`config.mk`:
```
export PLATFORM = sky130hd
export DESIGN_NAME = raster_counter
export DESIGN_NICKNAME = d
export VERILOG_FILES = /design/src/hdl/mandel_pkg.sv /design/src/hdl/raster_counter.sv
export SDC_FILE = /design/constraint.sdc
export NUM_CORES = 1
export LEC_CHECK = 0
export ABC_AREA = 1
export BUFFER_PORTS_ARGS = -buffer_cell sky130_fd_sc_hd__buf_2
export CORE_MARGIN = 2
export CORE_UTILIZATION = 53
export DETAILED_ROUTE_END_ITERATION = 8
export HOLD_SLACK_MARGIN = 0.05
export PLACE_DENSITY = 0.74
export REMOVE_ABC_BUFFERS = 1
export SKIP_CTS_REPAIR_TIMING = 1
export SYNTH_ARGS = -nofsm -noshare
export SYNTH_HDL_FRONTEND = slang
export SYNTH_SLANG_ARGS = --single-unit
```
`constraint.sdc`:
```
create_clock -name clk -period 1.6 [get_ports clk]
set_clock_uncertainty 0.05 [all_clocks]
set_input_delay 0.16 -clock clk [delete_from_list [all_inputs] [get_ports clk]]
set_output_delay 0.16 -clock clk [all_outputs]
set_load 0.01 [all_outputs]
```
`src/hdl/mandel_pkg.sv`:
```
`default_nettype none

package mandel_pkg;

    // ========================================================================
    // Frame geometry and iteration limit
    // ========================================================================
    localparam int FRAME_W   = 320;
    localparam int FRAME_H   = 240;
    localparam int MAX_ITER  = 256;
    localparam int FRAC_BITS = 16;      // Q16.16

    typedef logic signed [31:0] fix_t;  // Plane coordinates and z
    typedef logic signed [63:0] wide_t; // Q32.32 or range times pixel
    typedef logic [9:0]         pix_x_t;
    typedef logic [8:0]         pix_y_t;
    typedef logic [7:0]         iter_t;

    typedef enum logic [1:0] {
        VIEW_FULL      = 2'd0,
        VIEW_SEAHORSE  = 2'd1,
        VIEW_ELEPHANT  = 2'd2,
        VIEW_DEEP_TAIL = 2'd3
    } view_e;

    // ========================================================================
    // Viewport presets in Q16.16
    // ========================================================================
    // Whole set, [-2.0, 1.0] by [-1.2, 1.2]
    localparam fix_t FULL_X_MIN = -32'sd131072;
    localparam fix_t FULL_X_MAX =  32'sd65536;
    localparam fix_t FULL_Y_MIN = -32'sd78643;
    localparam fix_t FULL_Y_MAX =  32'sd78643;

    // Seahorse valley
    localparam fix_t SEAHORSE_X_MIN = -32'sd52428;  // -0.8
    localparam fix_t SEAHORSE_X_MAX = -32'sd45875;  // -0.7
    localparam fix_t SEAHORSE_Y_MIN =  32'sd3277;   //  0.05
    localparam fix_t SEAHORSE_Y_MAX =  32'sd9830;   //  0.15

    // Elephant valley
    localparam fix_t ELEPHANT_X_MIN = -32'sd49152;  // -0.75
    localparam fix_t ELEPHANT_X_MAX = -32'sd45875;
    localparam fix_t ELEPHANT_Y_MIN =  32'sd6554;
    localparam fix_t ELEPHANT_Y_MAX =  32'sd13107;  //  0.20

    // Narrow window on the tail
    localparam fix_t DEEP_TAIL_X_MIN = -32'sd48824;
    localparam fix_t DEEP_TAIL_X_MAX = -32'sd48129;
    localparam fix_t DEEP_TAIL_Y_MIN =  32'sd8192;  //  0.125
    localparam fix_t DEEP_TAIL_Y_MAX =  32'sd8847;

    // Bailout radius squared, 4.0 in Q32.32
    localparam wide_t ESCAPE_LIMIT = 64'sd4 <<< (2 * FRAC_BITS);

    typedef enum logic [1:0] {
        SEQ_IDLE,
        SEQ_ISSUE,
        SEQ_WAIT,
        SEQ_EMIT
    } seq_state_e;

    typedef enum logic {
        CORE_IDLE,
        CORE_ITER
    } core_state_e;

endpackage

`default_nettype wire

```
`src/hdl/raster_counter.sv`:
```
`timescale 1ns/100ps
`default_nettype none

module raster_counter
    import mandel_pkg::*;
(
    input  logic   clk,
    input  logic   resetn,
    input  logic   clear,
    input  logic   advance,
    output pix_x_t x,
    output pix_y_t y,
    output logic   last
);

    logic x_end;

    assign x_end = (x == pix_x_t'(FRAME_W - 1));
    assign last  = x_end && (y == pix_y_t'(FRAME_H - 1));

    always_ff @(posedge clk or negedge resetn) begin
        if (!resetn) begin
            x <= '0;
            y <= '0;
        end else if (clear) begin
            x <= '0;
            y <= '0;
        end else if (advance) begin
            if (x_end) begin
                x <= '0;
                y <= y + 1'b1;  // Next row
            end else begin
                x <= x + 1'b1;
            end
        end
    end

    // Sequencer has to stop at the final pixel rather than step past it
    a_no_step_past_end: assert property (@(posedge clk) disable iff (!resetn)
        advance |-> !last);

endmodule

`default_nettype wire

```
==> out/metrics.cfg <==
[synthesis]
synthArstFlopShare_pct = 100
ys_seq_area_share_pct = 41.0
synth.top_cells.by_count = 49 x nand2_1, 20 x inv_1, 19 x dfrtp_1, 14 x nor2_1, 9 x nand3_1
synth_top_cell_by_area = dfrtp_1
synth_top_area_share_pct = 41.0
synth_edf_count = 0
yosysWarnings = 0
syn_area_sq_mm = 0.00116
yosysMostFrequentCell = nand2_1
synth-seq-cells = 19
synth.distinct_cells = 25
syn_inst = 158
syn_area_per_cell_sq_um = 7.33
synth-main-ff-cell = dfrtp_1
yosys-top-cells-area = dfrtp_1 41%, nand2_1 16%, inv_1 6.5%, nor2_1 4.5%, nand3_1 3.9%

[cts]
numClockSinks = 19
clk_path_buf_depth = 2
clkTransAtPathRegs_ns = 0.12
htreeDepth = 1
clock_latency_ns = 0.30
cts_tree = built
cts_made_buffers = 3
cts_root_buffer = clkbuf_4

[critical_path]
regToRegSetupSlack_ns = 0.17
critPathCaptureType = output port
cp.required_ns = 1.39
arrival_ns = 1.44
cp_max_fo = 3
critPathKind = flop to output port
r2r-start = x[1]$_DFFE_PN0P_
r2r-end = y[0]$_DFFE_PN0P_
worstSetupStartpointType = flop
rr_worst_depth = 8

[detailed_routing]
drc = 0
drtIter0Drc = 20
wirelength_um = 2630
drtAntennaViolNets = 0
routed_via_density = 5.10
wl_per_cell_um = 12.0
vias = 1122
dr.pass1.iters = 4

[global_route]
grt_pass1_wl_um = 4260
grt_max_degree = 20
grt_use_total_pct = 22.0
antenna_found_initial = 0
grt_remaining_overflow = 0
grt_pass1_vias = 1000

[layout]
final_cell_area_sq_mm = 0.00143
n_antenna_cell = 0
area_growth_pct = 23.0
nets = 200
ff_latch_area_sq_um = 475
fill_cells = 182
multi_input_area_sq_um = 612
drive_gt1_share_pct = 26.9

[status]
violations = negative setup slack
status = finished, violations left

[hold_path]
hp-class = input pin to flop
hp-start = advance
hold_path_end = x[7]$_DFFE_PN0P_
hold_depth = 3

[timing]
worst_slack_ns = -0.0496
period_share_pct = 103
maxSlewViolCount = 0
min_period_ns = 1.65
worstMarginPinSlew_ns = 0.427
fmax_ghz = 0.606
hold_violations = 0
rsz0062_at_grt = true
slew_headroom_pct = 71.5
setup_violations = 1
tns_ns = -0.0496

[floorplanning]
die_y_um = 50.8
die_w_um = 50.8
core_sq_mm = 0.00200
die-area_sq_mm = 0.00258
pin_count = 24
start_util_pct = 57.9
row_count = 16

[placed_design]
place_area_sq_mm = 0.00129
gp_congestion = 0.817
portBuffers = 23
dp.final_hpwl_um = 1910

[flow_run]
max_cap_violations = 0

[power_and_ir_drop]
p_leak_nw = 0.757
ir_drop_mv = 0.447
p_per_area_mw_per_mm2 = 671

==> layout by cell type, fill, tap and decap left out, drive strengths merged <==
| master | Yosys | layout |
|---|---|---|
| dlygate4sd3 | 0 | 2 |
| nand3b | 1 | 1 |
| buf | 2 | 31 |
| nand3 | 11 | 11 |
| dfrtp | 19 | 19 |
| ha | 2 | 2 |
| xor2 | 3 | 3 |
| nand4 | 7 | 7 |
| or2 | 1 | 1 |
| xnor2 | 2 | 2 |
| nor3b | 1 | 1 |
| a21oi | 2 | 2 |
| inv | 22 | 22 |
| nor3 | 3 | 3 |
| o21bai | 1 | 1 |
| nand2 | 54 | 54 |
| nor2 | 18 | 18 |
| clkbuf | 0 | 4 |
| o21ai | 9 | 9 |
==> routing by layer <==
metal | global-route usage, % | share of wire, %
met1 | 26.5 | 43
met2 | 38.8 | 52
met3 | 3.87 | 4.4
met4 | 8.56 | 0.57
met5 | 0 | 0
==> critical path, cell delays in order, from the launching register on <==
cell and delay [ns]:
dfrtp_1 0.42, ha_4 0.16, nand3_2 0.10, nor2_4 0.15
nand2_2 0.09, nor2_1 0.10, buf_2 0.13
==> where the power goes <==
part,internal [W],switching (W)
Sequential,0.000502,0.0000278
Combinational,0.0000798,0.0000967
Clock,0.0000969,0.000153
==> logic make-up (layout without fill, tap and decap cells) <==
| logic type | after synthesis | after routing | synth area share [%] |
|---|---|---|---|
| simple gates | 96 | 96 | 39.1 |
| buf+inv | 24 | 59 | 8.53 |
| flops | 19 | 19 | 41.0 |
| compound gates | 12 | 12 | 5.40 |
| xor+xnor | 5 | 5 | 3.78 |
| fa+ha+maj | 2 | 2 | 2.16 |
==> cell type report <==
| cell class | count | share of cell area (%) |
|---|---|---|
| Tap cell | 27 | 2.37 |
| Timing Repair Buffer | 33 | 13.7 |
| Clock buffer | 4 | 1.84 |
| Inverter | 22 | 5.79 |
| Sequential cell | 19 | 33.4 |
| Multi-Input combinational cell | 115 | 42.9 |
==> stage by stage <==
step	setup WS (ns)	total power, W	util, %	instances	hold WS, ns
3_3_place_gp	0.165	0.000664	64.5	206	0.0703
4_1_cts	-0.190	0.000922	65.8	210	-0.261
3_5_place_dp	0.116	0.000672	64.5	206	0.0764
6_report	-0.0496	0.000956	71.2	220	0.103
5_1_grt	-0.140	0.00100	71.2	220	0.110
2_1_floorplan	0.236	0.000614	-	156	-0.186
==> how the worst max path moves through the flow <==
stage | startpoint | end | cells after the start
floorplan | x[0]$_DFFE_PN0P_ | y[6]$_DFFE_PN0P_ | 9
global placement | y[0]$_DFFE_PN0P_ | last | 6
detailed placement | x[0]$_DFFE_PN0P_ | y[0]$_DFFE_PN0P_ | 8
CTS | y[0]$_DFFE_PN0P_ | last | 6
global route | y[1]$_DFFE_PN0P_ | last | 6
finish | x[1]$_DFFE_PN0P_ | last | 6
==> flip-flops by register name, summed over array words and instances (netlist names) <==
signal and flops:
x 10, y 9
Power figures use the tool's default switching activity.
