<file path="config.mk">
export PLATFORM = sky130hd
export DESIGN_NAME = frame_sequencer
export DESIGN_NICKNAME = d
export VERILOG_FILES = /design/src/hdl/mandel_pkg.sv /design/src/hdl/frame_sequencer.sv
export SDC_FILE = /design/constraint.sdc
export NUM_CORES = 1
export LEC_CHECK = 0
export BUFFER_PORTS_ARGS = -buffer_cell sky130_fd_sc_hd__buf_4
export CAP_MARGIN = 20
export CELL_PAD_IN_SITES_DETAIL_PLACEMENT = 1
export CELL_PAD_IN_SITES_GLOBAL_PLACEMENT = 1
export CORE_MARGIN = 5
export CORE_UTILIZATION = 34
export DETAILED_ROUTE_END_ITERATION = 10
export PLACE_DENSITY_LB_ADDON = 0.1
export SYNTH_ARGS = -nofsm -noshare
export SYNTH_HDL_FRONTEND = slang
export SYNTH_SLANG_ARGS = --single-unit
</file>
<file path="constraint.sdc">
create_clock -name clk -period 2.6 [get_ports clk]
set_clock_uncertainty 0.05 [all_clocks]
set_input_delay 0.13 -clock clk [delete_from_list [all_inputs] [get_ports clk]]
set_output_delay 0.13 -clock clk [all_outputs]
set_load 0.02 [all_outputs]
</file>
<file path="src/hdl/mandel_pkg.sv">
`default_nettype none

package mandel_pkg;

    // ========================================================================
    // Frame geometry and iteration limit
    // ========================================================================
    localparam int FRAME_W   = 320;
    localparam int FRAME_H   = 240;
    localparam int MAX_ITER  = 256;
    localparam int FRAC_BITS = 16;      // Q16.16

    typedef logic signed [31:0] fix_t;  // Plane coordinates and z
    typedef logic signed [63:0] wide_t; // Q32.32 or range times pixel
    typedef logic [9:0]         pix_x_t;
    typedef logic [8:0]         pix_y_t;
    typedef logic [7:0]         iter_t;

    typedef enum logic [1:0] {
        VIEW_FULL      = 2'd0,
        VIEW_SEAHORSE  = 2'd1,
        VIEW_ELEPHANT  = 2'd2,
        VIEW_DEEP_TAIL = 2'd3
    } view_e;

    // ========================================================================
    // Viewport presets in Q16.16
    // ========================================================================
    // Whole set, [-2.0, 1.0] by [-1.2, 1.2]
    localparam fix_t FULL_X_MIN = -32'sd131072;
    localparam fix_t FULL_X_MAX =  32'sd65536;
    localparam fix_t FULL_Y_MIN = -32'sd78643;
    localparam fix_t FULL_Y_MAX =  32'sd78643;

    // Seahorse valley
    localparam fix_t SEAHORSE_X_MIN = -32'sd52428;  // -0.8
    localparam fix_t SEAHORSE_X_MAX = -32'sd45875;  // -0.7
    localparam fix_t SEAHORSE_Y_MIN =  32'sd3277;   //  0.05
    localparam fix_t SEAHORSE_Y_MAX =  32'sd9830;   //  0.15

    // Elephant valley
    localparam fix_t ELEPHANT_X_MIN = -32'sd49152;  // -0.75
    localparam fix_t ELEPHANT_X_MAX = -32'sd45875;
    localparam fix_t ELEPHANT_Y_MIN =  32'sd6554;
    localparam fix_t ELEPHANT_Y_MAX =  32'sd13107;  //  0.20

    // Narrow window on the tail
    localparam fix_t DEEP_TAIL_X_MIN = -32'sd48824;
    localparam fix_t DEEP_TAIL_X_MAX = -32'sd48129;
    localparam fix_t DEEP_TAIL_Y_MIN =  32'sd8192;  //  0.125
    localparam fix_t DEEP_TAIL_Y_MAX =  32'sd8847;

    // Bailout radius squared, 4.0 in Q32.32
    localparam wide_t ESCAPE_LIMIT = 64'sd4 <<< (2 * FRAC_BITS);

    typedef enum logic [1:0] {
        SEQ_IDLE,
        SEQ_ISSUE,
        SEQ_WAIT,
        SEQ_EMIT
    } seq_state_e;

    typedef enum logic {
        CORE_IDLE,
        CORE_ITER
    } core_state_e;

endpackage

`default_nettype wire

</file>
<file path="src/hdl/frame_sequencer.sv">
`timescale 1ns/100ps
`default_nettype none

module frame_sequencer
    import mandel_pkg::*;
(
    input  logic   clk,
    input  logic   resetn,
    input  logic   start_valid,
    output logic   start_ready,
    input  view_e  start_view,
    output view_e  frame_view,
    output logic   map_start,
    output logic   cnt_clear,
    output logic   cnt_advance,
    input  pix_x_t cnt_x,
    input  pix_y_t cnt_y,
    input  logic   cnt_last,
    input  logic   done,
    input  iter_t  done_iter,
    output logic   pix_valid,
    input  logic   pix_ready,
    output pix_x_t pix_x,
    output pix_y_t pix_y,
    output iter_t  pix_iter,
    output logic   pix_last
);

    seq_state_e state;

    assign start_ready = (state == SEQ_IDLE);
    assign map_start   = (state == SEQ_ISSUE);     // One cycle only
    assign pix_valid   = (state == SEQ_EMIT);
    assign cnt_clear   = start_valid && start_ready;
    assign cnt_advance = pix_valid && pix_ready && !pix_last;

    // ========================================================================
    // Frame FSM
    // ========================================================================
    always_ff @(posedge clk or negedge resetn) begin
        if (!resetn) begin
            state <= SEQ_IDLE;
        end else begin
            case (state)
                SEQ_IDLE: begin
                    if (start_valid) begin
                        state <= SEQ_ISSUE;
                    end
                end
                SEQ_ISSUE: begin
                    state <= SEQ_WAIT;
                end
                SEQ_WAIT: begin
                    if (done) begin
                        state <= SEQ_EMIT;
                    end
                end
                SEQ_EMIT: begin
                    if (pix_ready) begin
                        state <= pix_last ? SEQ_IDLE : SEQ_ISSUE;
                    end
                end
                default: state <= SEQ_IDLE;
            endcase
        end
    end

    // View is held for the frame, result held until taken
    always_ff @(posedge clk) begin
        if (cnt_clear) begin
            frame_view <= start_view;
        end
        if ((state == SEQ_WAIT) && done) begin
            pix_x    <= cnt_x;      // Counter still points at the issued pixel
            pix_y    <= cnt_y;
            pix_iter <= done_iter;
            pix_last <= cnt_last;
        end
    end

    a_hold_under_backpressure: assert property (@(posedge clk) disable iff (!resetn)
        pix_valid && !pix_ready |=>
            pix_valid && $stable({pix_x, pix_y, pix_iter, pix_last}));

endmodule

`default_nettype wire

</file>
==> results.json, run 1 <==
{
  "run_status": "finished clean",
  "grt_pass1_vias": 1057,
  "cts_root_buf": "clkbuf_4",
  "tightest_slew_ns": 0.227,
  "yosysSeqAreaShare_pct": 85.4,
  "die_h_um": 67.2,
  "cp-end-kind": "primary output",
  "worst_hold_slack_ns": 0.0693,
  "r2r_setup_slack_ns": 0.97,
  "finalSetupTns_ns": 0,
  "vias": 900,
  "criticalPathCategory": "flop to primary output",
  "clock-sinks": 32,
  "worstPathArrival_ns": 1.54,
  "max-vdd-ir-drop_mv": 0.429,
  "max-slew-margin-rel_pct": 84.9,
  "cts_resized": 0,
  "setup_slack_ns": 0.880,
  "ant_nets": 0,
  "fp-row-count": 20,
  "crit_slowest_cell": "dfrtp_1",
  "cts_tree": "built",
  "grt_max_degree": 16,
  "p_per_area_mw_per_mm2": 785,
  "dieArea_mm2": 0.00452,
  "crit_buf_inv": 2,
  "clock_path_buffers": 2,
  "p_leak_nw": 0.889,
  "r2r-start": "state[0]$_DFFE_PN0P_",
  "most-common-layout-cells": "71 x buf_4, 31 x dlygate4sd3_1, 30 x edfxtp_1",
  "synth_top_area_share_pct": 80.9,
  "gp_routability_congestion": 0.749,
  "pin_count": 70,
  "globalRouteTotalUtil_pct": 19.9,
  "slew_violations": 0,
  "num-nets-final": 201,
  "synthCells": 52,
  "crit_fanout": 7,
  "final_common_cell": "buf_4",
  "max_cap_viol_count": 0,
  "drive_gt1_share_pct": 49.4,
  "core_region_area_mm2": 0.00310,
  "h-tree-depth": 2,
  "path_cells": "inv_1 -> ha_1 -> and2_1 -> buf_4",
  "nFillCells": 305,
  "layout_min_cycle_time_ns": 1.72,
  "synth_area_mm2": 0.00111,
  "finalHoldViolCount": 0,
  "first_pass_iters": 4,
  "slowest_delay_ns": 0.48,
  "vias_per_cell": 4.37,
  "antenna_found_initial": 0,
  "cts_setup_buffers": 0,
  "wirelength_um": 4190,
  "rsz0062_at_grt": "no",
  "cp.required_ns": 2.42,
  "port_buffers": 69,
  "timing.rr.end": "state[1]$_DFFE_PN0P_",
  "antenna-diode-count": 0,
  "yosysTopAreaCell": "edfxtp_1",
  "max_freq_mhz": 581,
  "grt_pass1_wl_um": 6220,
  "min_path_type": "input pin to asynchronous set/reset pin",
  "route.detailed.drc": 0,
  "syn2layout_area_growth_pct": 85.3,
  "gr-total-overflow": 0,
  "r2r_cells": 5,
  "clk_latency_ns": 0.33,
  "start_kind": "flop",
  "place_hpwl_um": 2400,
  "ys_ff_latch": 32,
  "ys_types": 12,
  "wl_per_cell_um": 20.3,
  "avgSynthCellArea_um2": 21.4,
  "setup_viol": 0,
  "synthTopCellsByArea": "edfxtp_1 81%, ha_1 5.6%, dfrtp_1 4.5%",
  "die_w_um": 67.2,
  "fin_crit_sh_pct": 66.2,
  "dp_worst_setup_slack_ns": 1.07,
  "crit_family": "flip-flops",
  "path_clk_slew_ns": 0.10,
  "synth_fp_nets": 92,
  "drtIter0Drc": 29,
  "yosysWarnings": 0,
  "start_util_pct": 35.9,
  "numCtsBuffers": 5
}
## per-layer routing
| layer | track usage, % | wire length (um) |
|---|---|---|
| met1 | 19.0 | 1420 |
| met2 | 39.4 | 2380 |
| met3 | 7.32 | 383 |
| met4 | 5.32 | 17 |
| met5 | 0 | 0 |
## metrics by stage
stage | instances | total power, W | util, % | instance area, um2
3_5_place_dp | 167 | 0.00130 | 54.8 | 1700
2_1_floorplan | 52 | 0.00104 | - | 1110
4_1_cts | 206 | 0.00160 | 66.5 | 2060
5_1_grt | 206 | 0.00171 | 66.5 | 2060
6_report | 206 | 0.00162 | 66.5 | 2060
3_3_place_gp | 167 | 0.00127 | 54.8 | 1700
## synth_stat cells (all sizes together)
cell type  count
a41oi          1
and2           2
and3           1
dfrtp          2
edfxtp        30
ha             5
inv            2
mux2           1
nand2          1
nand2b         4
nor2           2
o22a           1
## how the worst max path moves through the flow
| stage | start | end | slack (ns) | cells past startpoint |
|---|---|---|---|---|
| after global routing | state[0]$_DFFE_PN0P_ | cnt_clear | 0.78 | 4 |
| final | state[0]$_DFFE_PN0P_ | cnt_clear | 0.88 | 4 |
| after global placement | state[0]$_DFFE_PN0P_ | state[1]$_DFFE_PN0P_ | 1.11 | 5 |
| after floorplan | state[0]$_DFFE_PN0P_ | pix_iter[0]$_DFFE_PP_ | 0.79 | 3 |
| after detailed placement | state[0]$_DFFE_PN0P_ | state[1]$_DFFE_PN0P_ | 1.07 | 5 |
| after CTS | state[0]$_DFFE_PN0P_ | cnt_clear | 0.90 | 4 |
## where the power goes
group	switching, W	leakage (nW)	internal [W]
Combinational	0.000329	0.558	0.000285
Clock	0.000173	0.0324	0.0000991
Sequential	0.0000547	0.298	0.000678
## flip-flops by register name (all words and copies together), names as in the netlist
name,count
pix_x,10
pix_y,9
pix_iter,8
frame_view,2
state,2
pix_last,1
## area by class of cell
| cell class | count | area, um2 | area share [%] |
|---|---|---|---|
| inverter | 2 | 7.51 | 0.364 |
| timing repair buffer | 102 | 843 | 40.9 |
| clock inverter | 3 | 13.8 | 0.667 |
| sequential | 32 | 951 | 46.1 |
| multi-input combinational | 18 | 155 | 7.52 |
| tap | 44 | 55.1 | 2.67 |
| clock buffer | 5 | 37.5 | 1.82 |
## repair_timing
action	in CTS	in global routing
hold buffers	31	0
hold endpoints to repair	32	0
endpoints found under the setup margin	0	0
## cell families after synthesis
family / count (synthesis) / synth area share (%)
fa+ha+maj: 5 / 5.62
compound gates: 2 / 1.57
buf+inv: 2 / 0.674
simple gates: 10 / 5.39
flops: 32 / 85.4
mux: 1 / 1.35
No activity file was read; power rests on OpenSTA's default activity.
==> run 2, diff against run 1 <==
--- a/config.mk
+++ b/config.mk
@@ -10,7 +10,7 @@
 export CELL_PAD_IN_SITES_DETAIL_PLACEMENT = 1
 export CELL_PAD_IN_SITES_GLOBAL_PLACEMENT = 1
 export CORE_MARGIN = 5
-export CORE_UTILIZATION = 34
+export CORE_UTILIZATION = 32
 export DETAILED_ROUTE_END_ITERATION = 10
 export PLACE_DENSITY_LB_ADDON = 0.1
 export SYNTH_ARGS = -nofsm -noshare
==> constraint.sdc (replaced) <==
create_clock -name clk -period 1.8 [get_ports clk]
set_clock_uncertainty 0.05 [all_clocks]
set_input_delay 0.09 -clock clk [delete_from_list [all_inputs] [get_ports clk]]
set_output_delay 0.09 -clock clk [all_outputs]
set_load 0.02 [all_outputs]
==> run 2 against run 1 <==
  * First-iteration DRC count decreased by 62%
  * Power increased by 40%
  * Final area increased by 0.18%
  * Critical path type unchanged
  * Highest routed layer unchanged
==> results.json, run 2 (synthesis results as in run 1) <==
{
  "pin_count": 70,
  "worst_hold_slack_ns": 0.0308,
  "grt_pass1_vias": 941,
  "cp-end-kind": "primary output",
  "worstPathArrival_ns": 1.49,
  "slew_violations": 0,
  "path_clk_slew_ns": 0.09,
  "cp.required_ns": 1.66,
  "gp_routability_congestion": 0.616,
  "final_cell_area_mm2": 0.00207,
  "path_cells": "inv_1 -> ha_1 -> and2_1 -> buf_4",
  "die_w_um": 69.0,
  "cts_tree": "built",
  "place_hpwl_um": 2090,
  "max_cap_viol_count": 0,
  "start_kind": "flop",
  "clock-sinks": 32,
  "clk_latency_ns": 0.32,
  "ff_latch_area_um2": 951,
  "vias": 861,
  "pwr-share-seq_pct": 46.5,
  "most-common-layout-cells": "69 x buf_4, 31 x dlygate4sd3_1, 30 x edfxtp_1",
  "grt_pass1_wl_um": 4640,
  "clkPwrFrac_pct": 16.2,
  "max_freq_mhz": 612,
  "drive_gt1_share_pct": 49.4,
  "fp-row-count": 21,
  "rsz0062_at_grt": "no",
  "dpl.cell_count": 168,
  "top_register": "pix_x",
  "antenna-diode-count": 0,
  "p_leak_nw": 0.883,
  "grt_max_degree": 22,
  "num-nets-final": 200,
  "final_common_cell": "buf_4",
  "cp-startpoint": "state[0]$_DFFE_PN0P_",
  "fin_cells": 206,
  "clock_path_buffers": 2,
  "place_area_mm2": 0.00171,
  "switchingPower_w": 0.000727,
  "drtIter0Drc": 11,
  "port_buffers": 69,
  "r2r-start": "state[0]$_DFFE_PN0P_",
  "nFillCells": 346,
  "syn2layout_area_growth_pct": 85.6,
  "gr-total-overflow": 0,
  "vias_per_cell": 4.18,
  "final_core_util_pct": 61.5,
  "slowest_delay_ns": 0.48,
  "p_per_area_mw_per_mm2": 1100,
  "wl_per_cell_um": 14.7,
  "multi_input_area_um2": 156,
  "combPwrFrac_pct": 37.3,
  "grt.busiest_layer": "met2",
  "setup_viol": 0,
  "die_h_um": 69.0,
  "gr-usage-met1_pct": 14.0,
  "gr-usage-met2_pct": 24.9,
  "antenna_found_initial": 0,
  "largest_register_ffs": 10,
  "crit_slowest_cell": "dfrtp_1",
  "cts_resized": 0,
  "run_status": "finished clean",
  "first_pass_iters": 4,
  "h-tree-depth": 2,
  "crit_buf_inv": 2,
  "fin_crit_sh_pct": 90.8,
  "switching_share_pct": 32.1,
  "max-vdd-ir-drop_mv": 0.498,
  "p_int_w": 0.00154,
  "crit_fanout": 7,
  "cts_root_buf": "clkbuf_4",
  "wirelength_um": 3020,
  "start_util_pct": 33.1,
  "criticalPathCategory": "flop to primary output",
  "crit_family": "flip-flops",
  "numCtsBuffers": 5,
  "min_path_type": "input pin to asynchronous set/reset pin",
  "layout_min_cycle_time_ns": 1.63,
  "tightest_slew_ns": 0.244,
  "grt_use_met3_pct": 8.43,
  "ant_nets": 0,
  "finalHoldViolCount": 0,
  "cts_setup_buffers": 0,
  "dieArea_mm2": 0.00476,
  "globalRouteTotalUtil_pct": 14.0,
  "reg_top3": "pix_x (10), pix_y (9), pix_iter (8)",
  "max-slew-margin-rel_pct": 83.7,
  "core_region_area_mm2": 0.00336,
  "finalSetupTns_ns": 0,
  "route.detailed.drc": 0
}
-- run 2: changes by cell type in the layout (fill, tap and decap cells not counted), sizes merged --
cell,before,now
clkbuf,5,6
buf,71,70
clkinv,3,1
-- run 2: what timing repair did --
action                                  4_1_cts  5_1_grt
hold buffers                                 31        0
endpoints found under the setup margin        0        0
hold endpoints to repair                     32        0
-- run 2: worst reg2reg max path: cells and delay by family (launching register included) --
| family | cells | cell delay [ns] |
|---|---|---|
| DFF | 1 | 0.47 |
| buffers and inverters | 2 | 0.33 |
| and+or+nand+nor | 1 | 0.29 |
| adders and majority gates | 1 | 0.17 |
-- run 2: per-layer routing --
metal | vias to the layer above | share of wire (%) | wire [um]
li1 | 409 | - | -
met3 | 2 | 13 | 397
met2 | 45 | 51 | 1540
met4 | 0 | 0.76 | 23
met5 | - | 0 | 0
met1 | 405 | 35 | 1060
-- run 2: path summary, 6_finish.rpt --
path	to	slack [ns]	cells past startpoint
max in group asynchronous	state[0]$_DFFE_PN0P_	1.58	2
setup / recovery	cnt_clear	0.17	4
hold / removal	state[1]$_DFFE_PN0P_	0.03	2
setup reg to reg	pix_y[2]$_DFFE_PP_	0.21	4
min in group clk	frame_view[1]$_DFFE_PP_	0.10	2
hold reg to reg	state[0]$_DFFE_PN0P_	0.62	1
-- run 2: area by class of cell --
cell class	count	area share, %
multi-input cells	18	7.57
inverters	2	0.363
clock buffers	6	2.00
clock inverters	1	0.242
repair buffers	101	41.0
well taps	46	2.78
flip-flops and latches	32	46.0
-- run 2: power groups by stage --
stage	combinational, W	sequential [W]	clock, W
4_1_cts	0.000856	0.00105	0.000382
6_report	0.000846	0.00105	0.000366
2_1_floorplan	0.000320	0.00118	0
3_5_place_dp	0.000799	0.00107	0
5_1_grt	0.000921	0.00107	0.000418
3_3_place_gp	0.000779	0.00107	0
-- run 2: per-stage QoR --
stage	power (W)	setup slack [ns]
after CTS	0.00229	0.155
final	0.00227	0.166
after global placement	0.00185	0.240
after detailed placement	0.00187	0.218
after floorplan	0.00151	0.269
after global routing	0.00241	0.0455
==> run 3, diff against run 2 <==
--- a/config.mk
+++ b/config.mk
@@ -10,7 +10,7 @@
 export CELL_PAD_IN_SITES_DETAIL_PLACEMENT = 1
 export CELL_PAD_IN_SITES_GLOBAL_PLACEMENT = 1
 export CORE_MARGIN = 5
-export CORE_UTILIZATION = 32
+export CORE_UTILIZATION = 29
 export DETAILED_ROUTE_END_ITERATION = 10
 export PLACE_DENSITY_LB_ADDON = 0.1
 export SYNTH_ARGS = -nofsm -noshare
==> constraint.sdc (replaced) <==
create_clock -name clk -period 1.5 [get_ports clk]
set_clock_uncertainty 0.05 [all_clocks]
set_input_delay 0.075 -clock clk [delete_from_list [all_inputs] [get_ports clk]]
set_output_delay 0.075 -clock clk [all_outputs]
set_load 0.02 [all_outputs]
==> run 3 against run 2 <==
  * Worst setup slack lost 0.10 ns
  * Sequential cell count did not move
  * Sequential share of layout area shrank 1.7 points
  * Power increased by 38%
  * Highest routed layer unchanged
  * Combinational power increased by 28%
  * Register-to-register slack got worse by 0.15 ns
  * Wire length up 0.23%
==> results.json, run 3 (synthesis results as in run 1) <==
{
  "max_freq_mhz": 697,
  "clock_path_buffers": 2,
  "drive_gt1_share_pct": 54.3,
  "core_region_area_mm2": 0.00369,
  "clock-sinks": 32,
  "finalSetupTns_ns": 0,
  "vias_per_cell": 4.14,
  "num-nets-final": 201,
  "reg_top3": "pix_x (10), pix_y (9), pix_iter (8)",
  "pwr-share-seq_pct": 40.5,
  "start_util_pct": 30.2,
  "fin_crit_sh_pct": 95.7,
  "dpl.cell_count": 170,
  "die_w_um": 72.0,
  "largest_register_ffs": 10,
  "timing.rr.end": "state[1]$_DFFE_PN0P_",
  "p_leak_nw": 0.904,
  "wl_per_cell_um": 14.4,
  "cp.required_ns": 1.62,
  "dieArea_mm2": 0.00518,
  "switchingPower_w": 0.000921,
  "vias": 869,
  "criticalPathCategory": "flop to flop",
  "crit_fanout": 5,
  "syn2layout_area_growth_pct": 93.0,
  "setup_viol": 0,
  "h-tree-depth": 2,
  "p_per_area_mw_per_mm2": 1460,
  "drtIter0Drc": 31,
  "clk_latency_ns": 0.28,
  "grt_max_degree": 29,
  "final_core_util_pct": 58.3,
  "pin_count": 70,
  "slew_violations": 0,
  "slowest_delay_ns": 0.44,
  "switching_share_pct": 29.4,
  "numCtsBuffers": 5,
  "cts_root_buf": "clkbuf_8",
  "combPwrFrac_pct": 34.5,
  "place_hpwl_um": 2000,
  "fp-row-count": 22,
  "max-vdd-ir-drop_mv": 0.833,
  "fin_total_pwr_w": 0.00313,
  "gp_routability_congestion": 0.680,
  "grt_pass1_wl_um": 4410,
  "cp-end-kind": "flop",
  "ant_nets": 0,
  "run_status": "finished clean",
  "layout_min_cycle_time_ns": 1.44,
  "min_path_type": "input pin to asynchronous set/reset pin",
  "globalRouteTotalUtil_pct": 11.9,
  "wirelength_um": 3030,
  "first_pass_iters": 4,
  "path_clk_slew_ns": 0.06,
  "cts_setup_buffers": 0,
  "fin_cells": 210,
  "crit_slowest_cell": "dfrtp_2",
  "tightest_slew_ns": 0.207,
  "route.detailed.drc": 0,
  "p_int_w": 0.00221,
  "antenna_found_initial": 0,
  "max_cap_viol_count": 0,
  "final_common_cell": "buf_4",
  "place_area_mm2": 0.00170,
  "path_cells": "inv_2 -> ha_2 -> nand2b_1 -> and3_4 -> mux2_4",
  "start_kind": "flop",
  "port_buffers": 69,
  "clkPwrFrac_pct": 25.0,
  "gr-total-overflow": 0,
  "die_h_um": 72.0,
  "cts_tree": "built",
  "grt_pass1_vias": 932,
  "worstPathArrival_ns": 1.55,
  "finalHoldViolCount": 0,
  "most-common-layout-cells": "70 x buf_4, 31 x dlygate4sd3_1, 30 x edfxtp_1",
  "max-slew-margin-rel_pct": 86.0,
  "rsz0062_at_grt": "no",
  "r2r_cells": 5,
  "r2r-start": "state[0]$_DFFE_PN0P_",
  "r2r_setup_slack_ns": 0.06,
  "top_register": "pix_x",
  "final_cell_area_mm2": 0.00215,
  "antenna-diode-count": 0
}
==> run 3: final cells by class <==
cell class                 instances  area [um2]
fill                             359        1540
clock inverter                     3        37.5
sequential                        32         953
clock buffer                       5        68.8
timing repair buffer             101         836
multi-input combinational         19         186
tap                               48        60.1
inverter                           2        7.51
==> run 3: routing by layer <==
metal  vias to the layer above  share of wire, %  global-route usage, %
met5                         -                 0                      0
met4                         0               2.0                   5.64
met3                         6                10                   6.23
met2                        46                53                   22.7
met1                       404                34                   10.0
li1                        413                 -                      -
==> run 3: metrics by stage <==
step,hold slack [ns],setup WS [ns]
floorplan,-0.271,0.0365
global placement,-0.189,0.0272
detailed placement,-0.189,0.0107
CTS,0.0470,0.0101
global route,0.0820,0.00641
finish,0.0790,0.0647
==> run 3: repair_timing <==
item,CTS,global route
gates cloned,0,1
gates resized for setup,3,6
hold endpoints to repair,32,0
pin swaps,0,0
hold buffers,31,0
setup endpoints to repair,29,31
==> run 3: how the worst max path moves through the flow <==
| stage | start | to | slack [ns] | cells after the start |
|---|---|---|---|---|
| after CTS | state[0]$_DFFE_PN0P_ | cnt_advance | 0.01 | 5 |
| after detailed placement | state[0]$_DFFE_PN0P_ | pix_iter[2]$_DFFE_PP_ | 0.01 | 3 |
| after floorplan | state[0]$_DFFE_PN0P_ | state[1]$_DFFE_PN0P_ | 0.04 | 5 |
| after global placement | state[0]$_DFFE_PN0P_ | pix_iter[2]$_DFFE_PP_ | 0.03 | 3 |
| final | state[0]$_DFFE_PN0P_ | state[1]$_DFFE_PN0P_ | 0.06 | 5 |
| after global routing | state[0]$_DFFE_PN0P_ | state[1]$_DFFE_PN0P_ | 0.006 | 5 |
==> run 3: power groups by stage <==
stage / sequential [W] / combinational, W / clock [W]
2_1_floorplan: 0.00142 / 0.000396 / 0
3_3_place_gp: 0.00127 / 0.000945 / 0
3_5_place_dp: 0.00128 / 0.000958 / 0
4_1_cts: 0.00126 / 0.00103 / 0.000809
5_1_grt: 0.00128 / 0.00117 / 0.000856
6_report: 0.00127 / 0.00108 / 0.000782
==> run 3: critical path, delay by kind of cell (launching register included) <==
kind	cells	cell delay, ns
fa+ha+maj	1	0.20
buf+inv	1	0.10
mux	1	0.29
simple gates	2	0.24
flops	1	0.44
